$ cat src/logic/fifo_config.svh
`ifndef FIFO_CONFIG_SVH
`define FIFO_CONFIG_SVH

// storage geometry
// depth must stay a power of two
`define FIFO_DEPTH 16
`define FIFO_ADDR_W 4

// extra msb separates full from empty
`define FIFO_PTR_W 5

// static almost-full / almost-empty levels
`define FIFO_AFULL_VAL 12
`define FIFO_AEMPTY_VAL 4

`endif

$ cat src/logic/fifo_pkg.sv
`default_nettype none

`include "fifo_config.svh"

package fifo_pkg;

   // ----------------------------------------------------------------------
   // basic scalar types
   // ----------------------------------------------------------------------

   // pointer or occupancy count one bit wider than the address
   typedef logic [`FIFO_PTR_W-1:0] ptr_t;

   // address into the two-port memory
   typedef logic [`FIFO_ADDR_W-1:0] addr_t;

   // ----------------------------------------------------------------------
   // status bundles with all fields registered
   // ----------------------------------------------------------------------

   // write side flags and count
   typedef struct packed {
      logic full;
      logic afull;
      logic wack;
      logic overflow;
      ptr_t wrcnt;
   } wr_status_t;

   // read side flags and count
   typedef struct packed {
      logic empty;
      logic aempty;
      logic dvld;
      logic underflow;
      ptr_t rdcnt;
   } rd_status_t;

   // ----------------------------------------------------------------------
   // memory port bundles
   // ----------------------------------------------------------------------

   // enables are combinational
   typedef struct packed {
      addr_t waddr;
      logic  we;
   } wr_mem_t;

   typedef struct packed {
      addr_t raddr;
      logic  re;
   } rd_mem_t;

endpackage

`default_nettype wire

$ cat src/logic/fifo_wr_side.sv
`timescale 1ns/1ps
`default_nettype none

`include "fifo_config.svh"

// write half of the FIFO controller
// owns the write pointer and all write-domain status

module fifo_wr_side (
   input  wire logic                pos_clk,
   input  wire logic                aresetn,

   // write request
   input  wire logic                wr_en_i,

   // read pointer as it stood before this edge
   input  wire fifo_pkg::ptr_t      rptr_i,

   // registered write pointer for the read side
   output fifo_pkg::ptr_t           wptr_o,

   // registered write status
   output fifo_pkg::wr_status_t     wr_status_o,

   // memory write port
   output fifo_pkg::wr_mem_t        wr_mem_o
);

   // ----------------------------------------------------------------------
   // thresholds
   // ----------------------------------------------------------------------

   // occupancy at which full asserts
   localparam fifo_pkg::ptr_t FULL_LVL = fifo_pkg::ptr_t'(`FIFO_DEPTH);

   // afull set and clear boundary one below the level
   localparam fifo_pkg::ptr_t AFULL_THR = fifo_pkg::ptr_t'(`FIFO_AFULL_VAL - 1);

   // ----------------------------------------------------------------------
   // internal signals
   // ----------------------------------------------------------------------

   // write allowed this cycle
   logic           we_acc;

   // pointer after this edge
   fifo_pkg::ptr_t wptr_nxt;

   // new write pointer minus old read pointer
   fifo_pkg::ptr_t wdiff;

   // next value of the afull hysteresis
   logic           afull_nxt;

   // ----------------------------------------------------------------------
   // accept and advance
   // ----------------------------------------------------------------------

   // drop writes while full
   assign we_acc   = wr_en_i & ~wr_status_o.full;

   // wraps modulo 32 on its own
   assign wptr_nxt = wptr_o + fifo_pkg::ptr_t'(we_acc);

   // occupancy seen from the write side
   assign wdiff    = wptr_nxt - rptr_i;

   // ----------------------------------------------------------------------
   // almost-full hysteresis
   // ----------------------------------------------------------------------
   always_comb begin
      afull_nxt = wr_status_o.afull;
      // set only while writing
      if (wr_en_i && (wdiff >= AFULL_THR)) begin
         afull_nxt = 1'b1;
      end else if (wdiff <= AFULL_THR) begin
         afull_nxt = 1'b0;
      end
   end

   // ----------------------------------------------------------------------
   // pointer register
   // ----------------------------------------------------------------------
   always_ff @(posedge pos_clk or negedge aresetn) begin
      if (!aresetn) begin
         wptr_o <= '0;
      end else begin
         wptr_o <= wptr_nxt;
      end
   end

   // ----------------------------------------------------------------------
   // status registers
   // ----------------------------------------------------------------------
   always_ff @(posedge pos_clk or negedge aresetn) begin
      if (!aresetn) begin
         wr_status_o <= '0;
      end else begin
         wr_status_o.full     <= (wdiff >= FULL_LVL);
         wr_status_o.afull    <= afull_nxt;
         wr_status_o.wrcnt    <= wdiff;
         // per-cycle handshake flags
         wr_status_o.wack     <= we_acc;
         // uses full from before the edge
         wr_status_o.overflow <= wr_en_i & wr_status_o.full;
      end
   end

   // ----------------------------------------------------------------------
   // memory write port
   // ----------------------------------------------------------------------
   always_comb begin
      // address is the low part of the registered pointer
      wr_mem_o.waddr = wptr_o[`FIFO_ADDR_W-1:0];
      // same cycle as the accepted write
      wr_mem_o.we    = we_acc;
   end

   // ----------------------------------------------------------------------
   // checks
   // ----------------------------------------------------------------------

   // memory is never written when the pointers are a full depth apart
   a_we_not_full : assert property (
      @(posedge pos_clk) disable iff (!aresetn)
      wr_mem_o.we |-> ((wptr_o - rptr_i) != FULL_LVL)
   ) else $error("memory write while full");

   // read pointer must never fall more than one depth behind
   a_wdiff_bound : assert property (
      @(posedge pos_clk) disable iff (!aresetn)
      wdiff <= FULL_LVL
   ) else $error("write difference above depth");

endmodule

`default_nettype wire

$ cat src/logic/fifo_rd_side.sv
`timescale 1ns/1ps
`default_nettype none

`include "fifo_config.svh"

// read half of the FIFO controller
// owns the read pointer and all read-domain status

module fifo_rd_side (
   input  wire logic                pos_clk,
   input  wire logic                aresetn,

   // read request
   input  wire logic                rd_en_i,

   // write pointer as it stood before this edge
   input  wire fifo_pkg::ptr_t      wptr_i,

   // registered read pointer for the write side
   output fifo_pkg::ptr_t           rptr_o,

   // registered read status
   output fifo_pkg::rd_status_t     rd_status_o,

   // memory read port
   output fifo_pkg::rd_mem_t        rd_mem_o
);

   // ----------------------------------------------------------------------
   // thresholds
   // ----------------------------------------------------------------------

   // aempty boundary used for both set and clear
   localparam fifo_pkg::ptr_t AEMPTY_THR = fifo_pkg::ptr_t'(`FIFO_AEMPTY_VAL);

   // largest occupancy the read side may ever see
   localparam fifo_pkg::ptr_t DEPTH_LVL = fifo_pkg::ptr_t'(`FIFO_DEPTH);

   // ----------------------------------------------------------------------
   // internal signals
   // ----------------------------------------------------------------------

   // read allowed this cycle
   logic           re_acc;

   // pointer after this edge
   fifo_pkg::ptr_t rptr_nxt;

   // old write pointer minus new read pointer
   fifo_pkg::ptr_t rdiff;

   // next value of the aempty hysteresis
   logic           aempty_nxt;

   // ----------------------------------------------------------------------
   // accept and advance
   // ----------------------------------------------------------------------

   // drop reads while empty
   assign re_acc   = rd_en_i & ~rd_status_o.empty;

   // wraps modulo 32 on its own
   assign rptr_nxt = rptr_o + fifo_pkg::ptr_t'(re_acc);

   // occupancy seen from the read side
   assign rdiff    = wptr_i - rptr_nxt;

   // ----------------------------------------------------------------------
   // almost-empty hysteresis
   // ----------------------------------------------------------------------
   always_comb begin
      aempty_nxt = rd_status_o.aempty;
      // clear wins once enough entries sit in the memory
      if (rd_status_o.aempty && (rdiff >= AEMPTY_THR)) begin
         aempty_nxt = 1'b0;
      end else if (rd_en_i && (rdiff <= AEMPTY_THR)) begin
         aempty_nxt = 1'b1;
      end
   end

   // ----------------------------------------------------------------------
   // pointer register
   // ----------------------------------------------------------------------
   always_ff @(posedge pos_clk or negedge aresetn) begin
      if (!aresetn) begin
         rptr_o <= '0;
      end else begin
         rptr_o <= rptr_nxt;
      end
   end

   // ----------------------------------------------------------------------
   // status registers
   // ----------------------------------------------------------------------
   always_ff @(posedge pos_clk or negedge aresetn) begin
      if (!aresetn) begin
         // empty and aempty start high
         rd_status_o.empty     <= 1'b1;
         rd_status_o.aempty    <= 1'b1;
         rd_status_o.dvld      <= 1'b0;
         rd_status_o.underflow <= 1'b0;
         rd_status_o.rdcnt     <= '0;
      end else begin
         rd_status_o.empty     <= (rdiff == '0);
         rd_status_o.aempty    <= aempty_nxt;
         rd_status_o.rdcnt     <= rdiff;
         // per-cycle handshake flags
         rd_status_o.dvld      <= re_acc;
         // uses empty from before the edge
         rd_status_o.underflow <= rd_en_i & rd_status_o.empty;
      end
   end

   // ----------------------------------------------------------------------
   // memory read port
   // ----------------------------------------------------------------------
   always_comb begin
      rd_mem_o.raddr = rptr_o[`FIFO_ADDR_W-1:0];
      rd_mem_o.re    = re_acc;
   end

   // ----------------------------------------------------------------------
   // checks
   // ----------------------------------------------------------------------

   // write pointer must never run more than one depth ahead
   a_rdiff_bound : assert property (
      @(posedge pos_clk) disable iff (!aresetn)
      rdiff <= DEPTH_LVL
   ) else $error("read difference above depth");

   // memory is never read when both pointers meet
   a_re_not_empty : assert property (
      @(posedge pos_clk) disable iff (!aresetn)
      rd_mem_o.re |-> (wptr_i != rptr_o)
   ) else $error("memory read while empty");

endmodule

`default_nettype wire

$ cat src/logic/fifo_sync_ctrl.sv
`timescale 1ns/1ps
`default_nettype none

// single-clock FIFO controller for an external two-port memory
// blocks writes while full and reads while empty

module fifo_sync_ctrl (
   input  wire logic                pos_clk,
   input  wire logic                aresetn,

   // requests from the user side
   input  wire logic                wr_en_i,
   input  wire logic                rd_en_i,

   // registered status
   output fifo_pkg::wr_status_t     wr_status_o,
   output fifo_pkg::rd_status_t     rd_status_o,

   // memory address and enable lines
   output fifo_pkg::wr_mem_t        wr_mem_o,
   output fifo_pkg::rd_mem_t        rd_mem_o
);

   // ----------------------------------------------------------------------
   // pointer exchange between the two sides
   // ----------------------------------------------------------------------

   // registered write pointer, seen by the read side
   fifo_pkg::ptr_t wptr;

   // registered read pointer, seen by the write side
   fifo_pkg::ptr_t rptr;

   // ----------------------------------------------------------------------
   // write side
   // ----------------------------------------------------------------------

   // full, afull, wrcnt, wack, overflow
   // plus write address and write enable
   fifo_wr_side i_fifo_wr_side (
      .pos_clk     (pos_clk),
      .aresetn     (aresetn),
      .wr_en_i     (wr_en_i),
      .rptr_i      (rptr),
      .wptr_o      (wptr),
      .wr_status_o (wr_status_o),
      .wr_mem_o    (wr_mem_o)
   );

   // ----------------------------------------------------------------------
   // read side
   // ----------------------------------------------------------------------

   // empty, aempty, rdcnt, dvld, underflow
   // plus read address and read enable
   fifo_rd_side i_fifo_rd_side (
      .pos_clk     (pos_clk),
      .aresetn     (aresetn),
      .rd_en_i     (rd_en_i),
      .wptr_i      (wptr),
      .rptr_o      (rptr),
      .rd_status_o (rd_status_o),
      .rd_mem_o    (rd_mem_o)
   );

   // each side only sees the other pointer from before the edge
   // so a read in the same cycle never frees a full slot early,
   // and a write never clears empty early

endmodule

`default_nettype wire

$ cat config.mk
export PLATFORM = sky130hd
export DESIGN_NAME = fifo_sync_ctrl
export DESIGN_NICKNAME = d
export VERILOG_FILES = /design/src/logic/fifo_pkg.sv /design/src/logic/fifo_wr_side.sv /design/src/logic/fifo_rd_side.sv /design/src/logic/fifo_sync_ctrl.sv
export VERILOG_INCLUDE_DIRS = /design/src /design/src/logic
export SDC_FILE = /design/constraint.sdc
export NUM_CORES = 1
export LEC_CHECK = 0
export BUFFER_PORTS_ARGS = -buffer_cell sky130_fd_sc_hd__buf_4
export CAP_MARGIN = 0
export CORE_MARGIN = 2
export CORE_UTILIZATION = 56
export DETAILED_ROUTE_END_ITERATION = 10
export GPL_TIMING_DRIVEN = 0
export PLACE_DENSITY_LB_ADDON = 0.25
export SYNTH_ARGS = -nofsm -noshare
export SYNTH_HDL_FRONTEND = slang
export SYNTH_SLANG_ARGS = --single-unit
$ cat constraint.sdc
create_clock -name pos_clk -period 5.7 [get_ports pos_clk]
set_input_delay 0 -clock pos_clk [delete_from_list [all_inputs] [get_ports pos_clk]]
set_output_delay 0 -clock pos_clk [all_outputs]
set_load 0.01 [all_outputs]
==> results of run 1 <==
## final timing paths
kind,startpoint,end,slack (ps),depth (start not counted)
worst max register to register,i_fifo_wr_side.wr_status_o[8],i_fifo_wr_side.wr_status_o[7],3200,9
worst min register to register,i_fifo_wr_side.wr_status_o[8],i_fifo_wr_side.wr_status_o[6],540,1
min in group pos_clk,rd_en_i,i_fifo_rd_side.rd_status_o[5],430,3
worst max-delay path,i_fifo_wr_side.wr_status_o[8],i_fifo_wr_side.wr_status_o[7],3200,9
max in group asynchronous,aresetn,i_fifo_rd_side.rd_status_o[7],5310,2
worst min-delay path,aresetn,i_fifo_rd_side.rd_status_o[0],90,2
## state kept, by name, summed over array words and instances, names as in the netlist
register / count
i_fifo_rd_side.rd_status_o: 9
i_fifo_wr_side.wr_status_o: 8
i_fifo_wr_side.wptr_o: 5
i_fifo_rd_side.rptr_o: 5
## layout make-up
type,count,area (µm²)
Inverter,17,63.8
Clock inverter,1,5.00
Multi-Input combinational cell,54,475
Buffer,11,82.6
Fill cell,156,587
Tap cell,28,35.0
Clock buffer,3,22.5
Timing Repair Buffer,34,263
Sequential cell,27,678
## per-stage QoR
| step | std cells | hold slack [ps] |
|---|---|---|
| finish | 175 | 88.7 |
| global route | 175 | 117 |
| global placement | 168 | -77.8 |
| CTS | 175 | 101 |
| floorplan | 109 | -296 |
| detailed placement | 168 | -70.5 |
## cell usage after synthesis
cell and number:
fa_1 2, inv_1 17, or2_2 1, and2_1 2, nand3_1 4, ha_1 12
nand3_2 1, nor2b_1 2, dfstp_2 2, a21o_1 4, xnor2_2 1, xnor2_1 9
a21oi_1 6, xor2_1 4, buf_4 11, dfrtp_1 25, nor2_1 1, nor3_1 3
o22ai_1 1, a22o_1 1
## worst register-to-register path: cells and delay by family, from the launching register on
kind | cells | cell delay (ps)
simple gates | 1 | 220
compound gates | 3 | 550
flops | 1 | 430
xor+xnor | 2 | 250
fa+ha+maj | 3 | 960
## cell usage in the layout, fill, tap and decap left out
master and n:
a21o_1 4, a21oi_1 6, a22o_1 1, and2_1 2, buf_4 42, clkbuf_4 3
clkinv_2 1, dfrtp_1 25, dfstp_2 2, dlygate4sd3_1 3, fa_1 2, ha_1 12
inv_1 17, nand3_1 4, nand3_2 1, nor2_1 1, nor2b_1 2, nor3_1 3
o22ai_1 1, or2_2 1, xnor2_1 9, xnor2_2 1, xor2_1 4
## metal layers
metal  global-route usage (%)  routed length, µm  vias to the layer above
met3                     2.86                127                        5
met2                     31.6               1100                       30
li1                         -                  -                      408
met4                     11.1                 53                        0
met5                        0                  0                        -
met1                     22.9                894                      396
## cell families after synthesis
family,Yosys count,synth area share (%)
adder cells (fa/ha/maj),14,14.6
XOR/XNOR,14,10.0
AO/OA/AOI/OAI,12,5.78
buffers and inverters,28,11.3
AND/OR/NAND/NOR,14,6.16
flip-flops,27,52.2
## repair_timing
| action | in CTS | in global routing |
|---|---|---|
| endpoints found under the setup margin | 0 | 0 |
| hold endpoints to repair | 32 | 0 |
| hold buffers | 3 | 0 |
==> results.md, run 1 <==
* Worst-Skew Late Latency at 330 ps
* Pins Over Slew Limit at 0
* Number of global-route vias before repair at 800
* Maximum Capacitance Violations at 0
* Outcome: finished clean
* Die W at roughly 52 µm
* Post-DRT Antenna Nets at 0
* Crit-path max FO at 4
* Total number of vias at ~840
* #FFs+latches synth at 27
* All-Layer GR Usage at between 10% and 20%
* Crit path max-delay family: adder cells
* Synth cell types at 20
* Mapped Nets at 127
* DRC Markers at 0
* Initial Util at between 50 and 60%
* Final Core Density at 73.5%
* Worst slew margin at between 70 and 80%
* Post-Layout Inst Area at between 1500 and 2000 µm²
* Crit path arrival time at between 2000 and 3000 ps
* Gate Count Post-Synth at roughly 110
* Clock-pin slew on the worst setup and hold paths at 140 ps
* Total gr overflow at 0
* Most area-consuming cells after synthesis: dfrtp_1 48%, ha_1 12%, buf_4 6.4%
* CORE AREA at ~2200 µm²
* Row cnt at 17
* Root Buffer: clkbuf_4
* DRT iter0 DRCs at 12
* Max Clk Rate at between 300 and 400 MHz
* WP data required at a little under 6000 ps
* Hold crit path type: primary input to asynchronous set/reset pin
* Pre-CTS setup slack at about 3200 ps
* Average wire per standard cell at approximately 12 µm
* RSZ-0062 raised after global routing: no
* Critical-path cell list: nor2b_1 > ha_1 > ha_1 > fa_1 > a21o_1 > a21oi_1 > xnor2_1 > xnor2_1 > a22o_1
* Hpwl dp at ~1700 µm
* CP peak stage delay at approximately 450 ps
* Clk sinks at 27
* Buffers on Ports at 31
* # diodes at 0
* CP Class: flop to flop
* Vias per cell at 4.79
* Total Wirelength at around 2200 µm
* Synth Cell Area at ~1300 µm²
* Final Hold Vio Count at 0
* Element type at the critical path end: flop
* Least-Margin Pin Slew at around 330 ps
* Die Y at approximately 52 µm
* Layout cells sized above 1 at a little over a third
* Worst path bufs/invs at 0
* Final TNS setup at 0 ps
* Largest area contributor in the netlist: dfrtp_1
* Full die area at 2720 µm²
* First-pass GRT wire length at between 3000 and 4000 µm
* Nets at roughly 170
* Initial antenna violation count at 0
* Avg Cell Area, Syn at roughly 12 µm²
* Final Cycle Share at between 40% and 50%
* Synth-to-layout area growth at 25.0%
* Final setup skew at between 1.5 and 2 ps
* Cell at the slowest stage of the critical path: fa_1
* H-tree lvl count at 1
* Clk buf depth at 2
* Min cycle time layout at ~2500 ps
* Fin worst setup slack at 3200 ps
* YS warnings at 0
* Seq/Total Area, Yosys at between 50% and 60%
* Inserted Clock Buffers at 3
* Post-CTS setup buffers at 0
* Largest net degree at the start of global routing at 28
* Post-synth top area share at about half
* Drt first pass iters at 5
* Global placement routability congestion at 0.764
* Cell Area, Placed at 1570 µm²
* # resized after CTS at 0
* Final setup viols at 0
* CP startpoint kind: flop
* CTS tree: done
* # IOs at 32
Power of run 1 is not shown: default switching activity piles up to over one toggle a cycle in this logic, so the estimate is an artifact.
==> run 2: changes to the inputs <==
--- a/config.mk
+++ b/config.mk
@@ -9,7 +9,7 @@
 export BUFFER_PORTS_ARGS = -buffer_cell sky130_fd_sc_hd__buf_4
 export CAP_MARGIN = 0
 export CORE_MARGIN = 2
-export CORE_UTILIZATION = 56
+export CORE_UTILIZATION = 52
 export DETAILED_ROUTE_END_ITERATION = 10
 export GPL_TIMING_DRIVEN = 0
 export PLACE_DENSITY_LB_ADDON = 0.25
==> constraint.sdc (replaced) <==
create_clock -name pos_clk -period 2.45 [get_ports pos_clk]
set_input_delay 0 -clock pos_clk [delete_from_list [all_inputs] [get_ports pos_clk]]
set_output_delay 0 -clock pos_clk [all_outputs]
set_load 0.01 [all_outputs]
==> run 2 against run 1 <==
Compared with the run above:
- worst setup slack worse by 3100 ps
- routed wire length up 9.9%
- sequential cell count unchanged
- clock skew up 1.3 ps
- worst hold slack better by 22 ps
- largest cell class unchanged
- via count up 2.9%
==> results.md, run 2 (synthesis results as in run 1) <==
* Maximum Capacitance Violations at 0 (unchanged)
* Largest net degree at the start of global routing at 28 (unchanged)
* Max Clk Rate at 421 MHz (was 400 MHz)
* Worst-Skew Late Latency at 320 ps (was 330 ps)
* Most frequent cells in the layout: 45 x buf_4, 25 x dfrtp_1, 17 x inv_1 (was 42 x buf_4, 25 x dfrtp_1, 17 x inv_1)
* Final Hold Vio Count at 0 (unchanged)
* Clk buf depth at 2 (unchanged)
* Most common cell after layout, fill and taps aside: buf_4 (unchanged)
* Outcome: finished clean (unchanged)
* All-Layer GR Usage at 16.9% (was 18.9%)
* Crit path to: i_fifo_wr_side.wr_status_o[7] (unchanged)
* Final setup skew at 3.02 ps (was 1.73 ps)
* First-pass GRT wire length at 3460 µm (was 3640 µm)
* Buffers on Ports at 31 (unchanged)
* Fin worst setup slack at 72.8 ps (was 3200 ps)
* Final Core Density at 70.5% (was 73.5%)
* Initial Util at 53.4% (was 58.8%)
* CORE AREA at 2430 µm² (was 2210 µm²)
* Worst slew margin at 76.9% (was 77.5%)
* Hold crit path type: primary input to asynchronous set/reset pin (unchanged)
* Least-Margin Pin Slew at 344 ps (was 335 ps)
* Final TNS setup at 0 ps (unchanged)
* Crit path from: i_fifo_wr_side.wr_status_o[8] (unchanged)
* Min cycle time layout at 2380 ps (was 2500 ps)
* Synth-to-layout area growth at 31.9% (was 25.0%)
* Worst r2r src: i_fifo_wr_side.wr_status_o[8] (unchanged)
* Final setup viols at 0 (unchanged)
* Clock-pin slew on the worst setup and hold paths at 140 ps (about the same)
* Global placement routability congestion at 0.741 (was 0.764)
* Number of global-route vias before repair at 787 (was 800)
* Vias per cell at 4.79 (about the same)
* Placed Cells at 170 (was 168)
* Initial antenna violation count at 0 (unchanged)
* DRT iter0 DRCs at 13 (was 12)
* Layout cells sized above 1 at 42.7% (was 34.7%)
* Drt first pass iters at 4 (was 5)
* Full die area at 2920 µm² (was 2720 µm²)
* Reg2Reg Setup Slack at 70 ps (was 3200 ps)
* Inserted Clock Buffers at 3 (unchanged)
* CTS tree: done (unchanged)
* Worst r2r dst: i_fifo_wr_side.wr_status_o[7] (unchanged)
* Worst r2r path cells at 11 (was 9)
* WP data required at 2670 ps (was 5940 ps)
* Element type at the critical path end: flop (unchanged)
* Crit path arrival time at 2600 ps (was 2740 ps)
* # diodes at 0 (unchanged)
* Final instance count without filler cells at 180 (was 175)
* Total number of vias at 863 (was 839)
* Hpwl dp at 1680 µm (was 1710 µm)
* Clk sinks at 27 (unchanged)
* CP startpoint kind: flop (unchanged)
* # IOs at 32 (unchanged)
* Nets at 169 (was 166)
* Die W at 54 µm (was 52.2 µm)
* H-tree lvl count at 1 (unchanged)
* Average wire per standard cell at 13.3 µm (was 12.4 µm)
* Die Y at 54 µm (was 52.2 µm)
* Root Buffer: clkbuf_4 (unchanged)
* Post-DRT Antenna Nets at 0 (unchanged)
* Crit-path max FO at 3 (was 4)
* Total gr overflow at 0 (unchanged)
* Layout fillers at 187 (was 156)
* Final Cycle Share at 97.0% (was 43.9%)
* DRC Markers at 0 (unchanged)
* Row cnt at 18 (was 17)
* Pins Over Slew Limit at 0 (unchanged)
* CP Class: flop to flop (unchanged)
* Top reg by flops: i_fifo_rd_side.rd_status_o (unchanged)
* Max FFs per register at 9 (unchanged)
* Total Wirelength at 2390 µm (was 2180 µm)
* Pre-CTS setup slack at -51.0 ps (was 3200 ps)
* Largest regs: i_fifo_rd_side.rd_status_o: 9 flops, i_fifo_wr_side.wr_status_o: 8 flops (unchanged)
-- run 2: area by class of cell --
type,instances,area [µm²],share of cell area (%)
buffer,11,82.6,4.82
clock buffer,4,26.3,1.53
inverter,17,63.8,3.72
multi-input combinational,54,541,31.5
sequential,27,678,39.6
tap,30,37.5,2.19
timing repair buffer,37,285,16.6
-- run 2: repair_timing --
action,in CTS,in global routing
setup endpoints to repair,1,4
pin swaps,0,4
hold buffers,3,0
hold endpoints to repair,32,0
cloned,0,0
setup buffers,0,3
resized for setup,1,12
-- run 2: through the flow --
step	hold slack, ps	instance area, µm²
global route	143	1710
finish	111	1710
detailed placement	-69.8	1570
floorplan	-296	1300
CTS	97.2	1630
global placement	-74.0	1570
-- run 2: how the worst min path moves through the flow --
stage | to | slack, ps
2_1_floorplan | i_fifo_rd_side.rd_status_o[0] | -300
6_report | i_fifo_rd_side.rd_status_o[6] | 110
3_5_place_dp | i_fifo_rd_side.rd_status_o[5] | -70
4_1_cts | i_fifo_rd_side.rd_status_o[5] | 100
5_1_grt | i_fifo_rd_side.rd_status_o[2] | 140
3_3_place_gp | i_fifo_rd_side.rd_status_o[0] | -70
-- run 2: worst max-delay path, cell delays in order, from the launching register on --
cell and delay, ps:
dfrtp_1 440, nor2b_2 220, ha_4 240, inv_1 60
ha_1 160, inv_1 70, fa_2 350, a21o_1 170
a21oi_2 130, xnor2_1 140, xnor2_1 110, a22o_1 200
-- run 2: layer usage --
metal  global-route usage (%)  vias to the layer above  share of wire [%]
met1                     22.7                      421                 42
met2                     27.6                       20                 53
li1                         -                      420                  -
met4                     6.25                        0               0.63
met3                     2.50                        2                4.2
met5                        0                        -                  0
Power of run 2 is left out for the same reason.
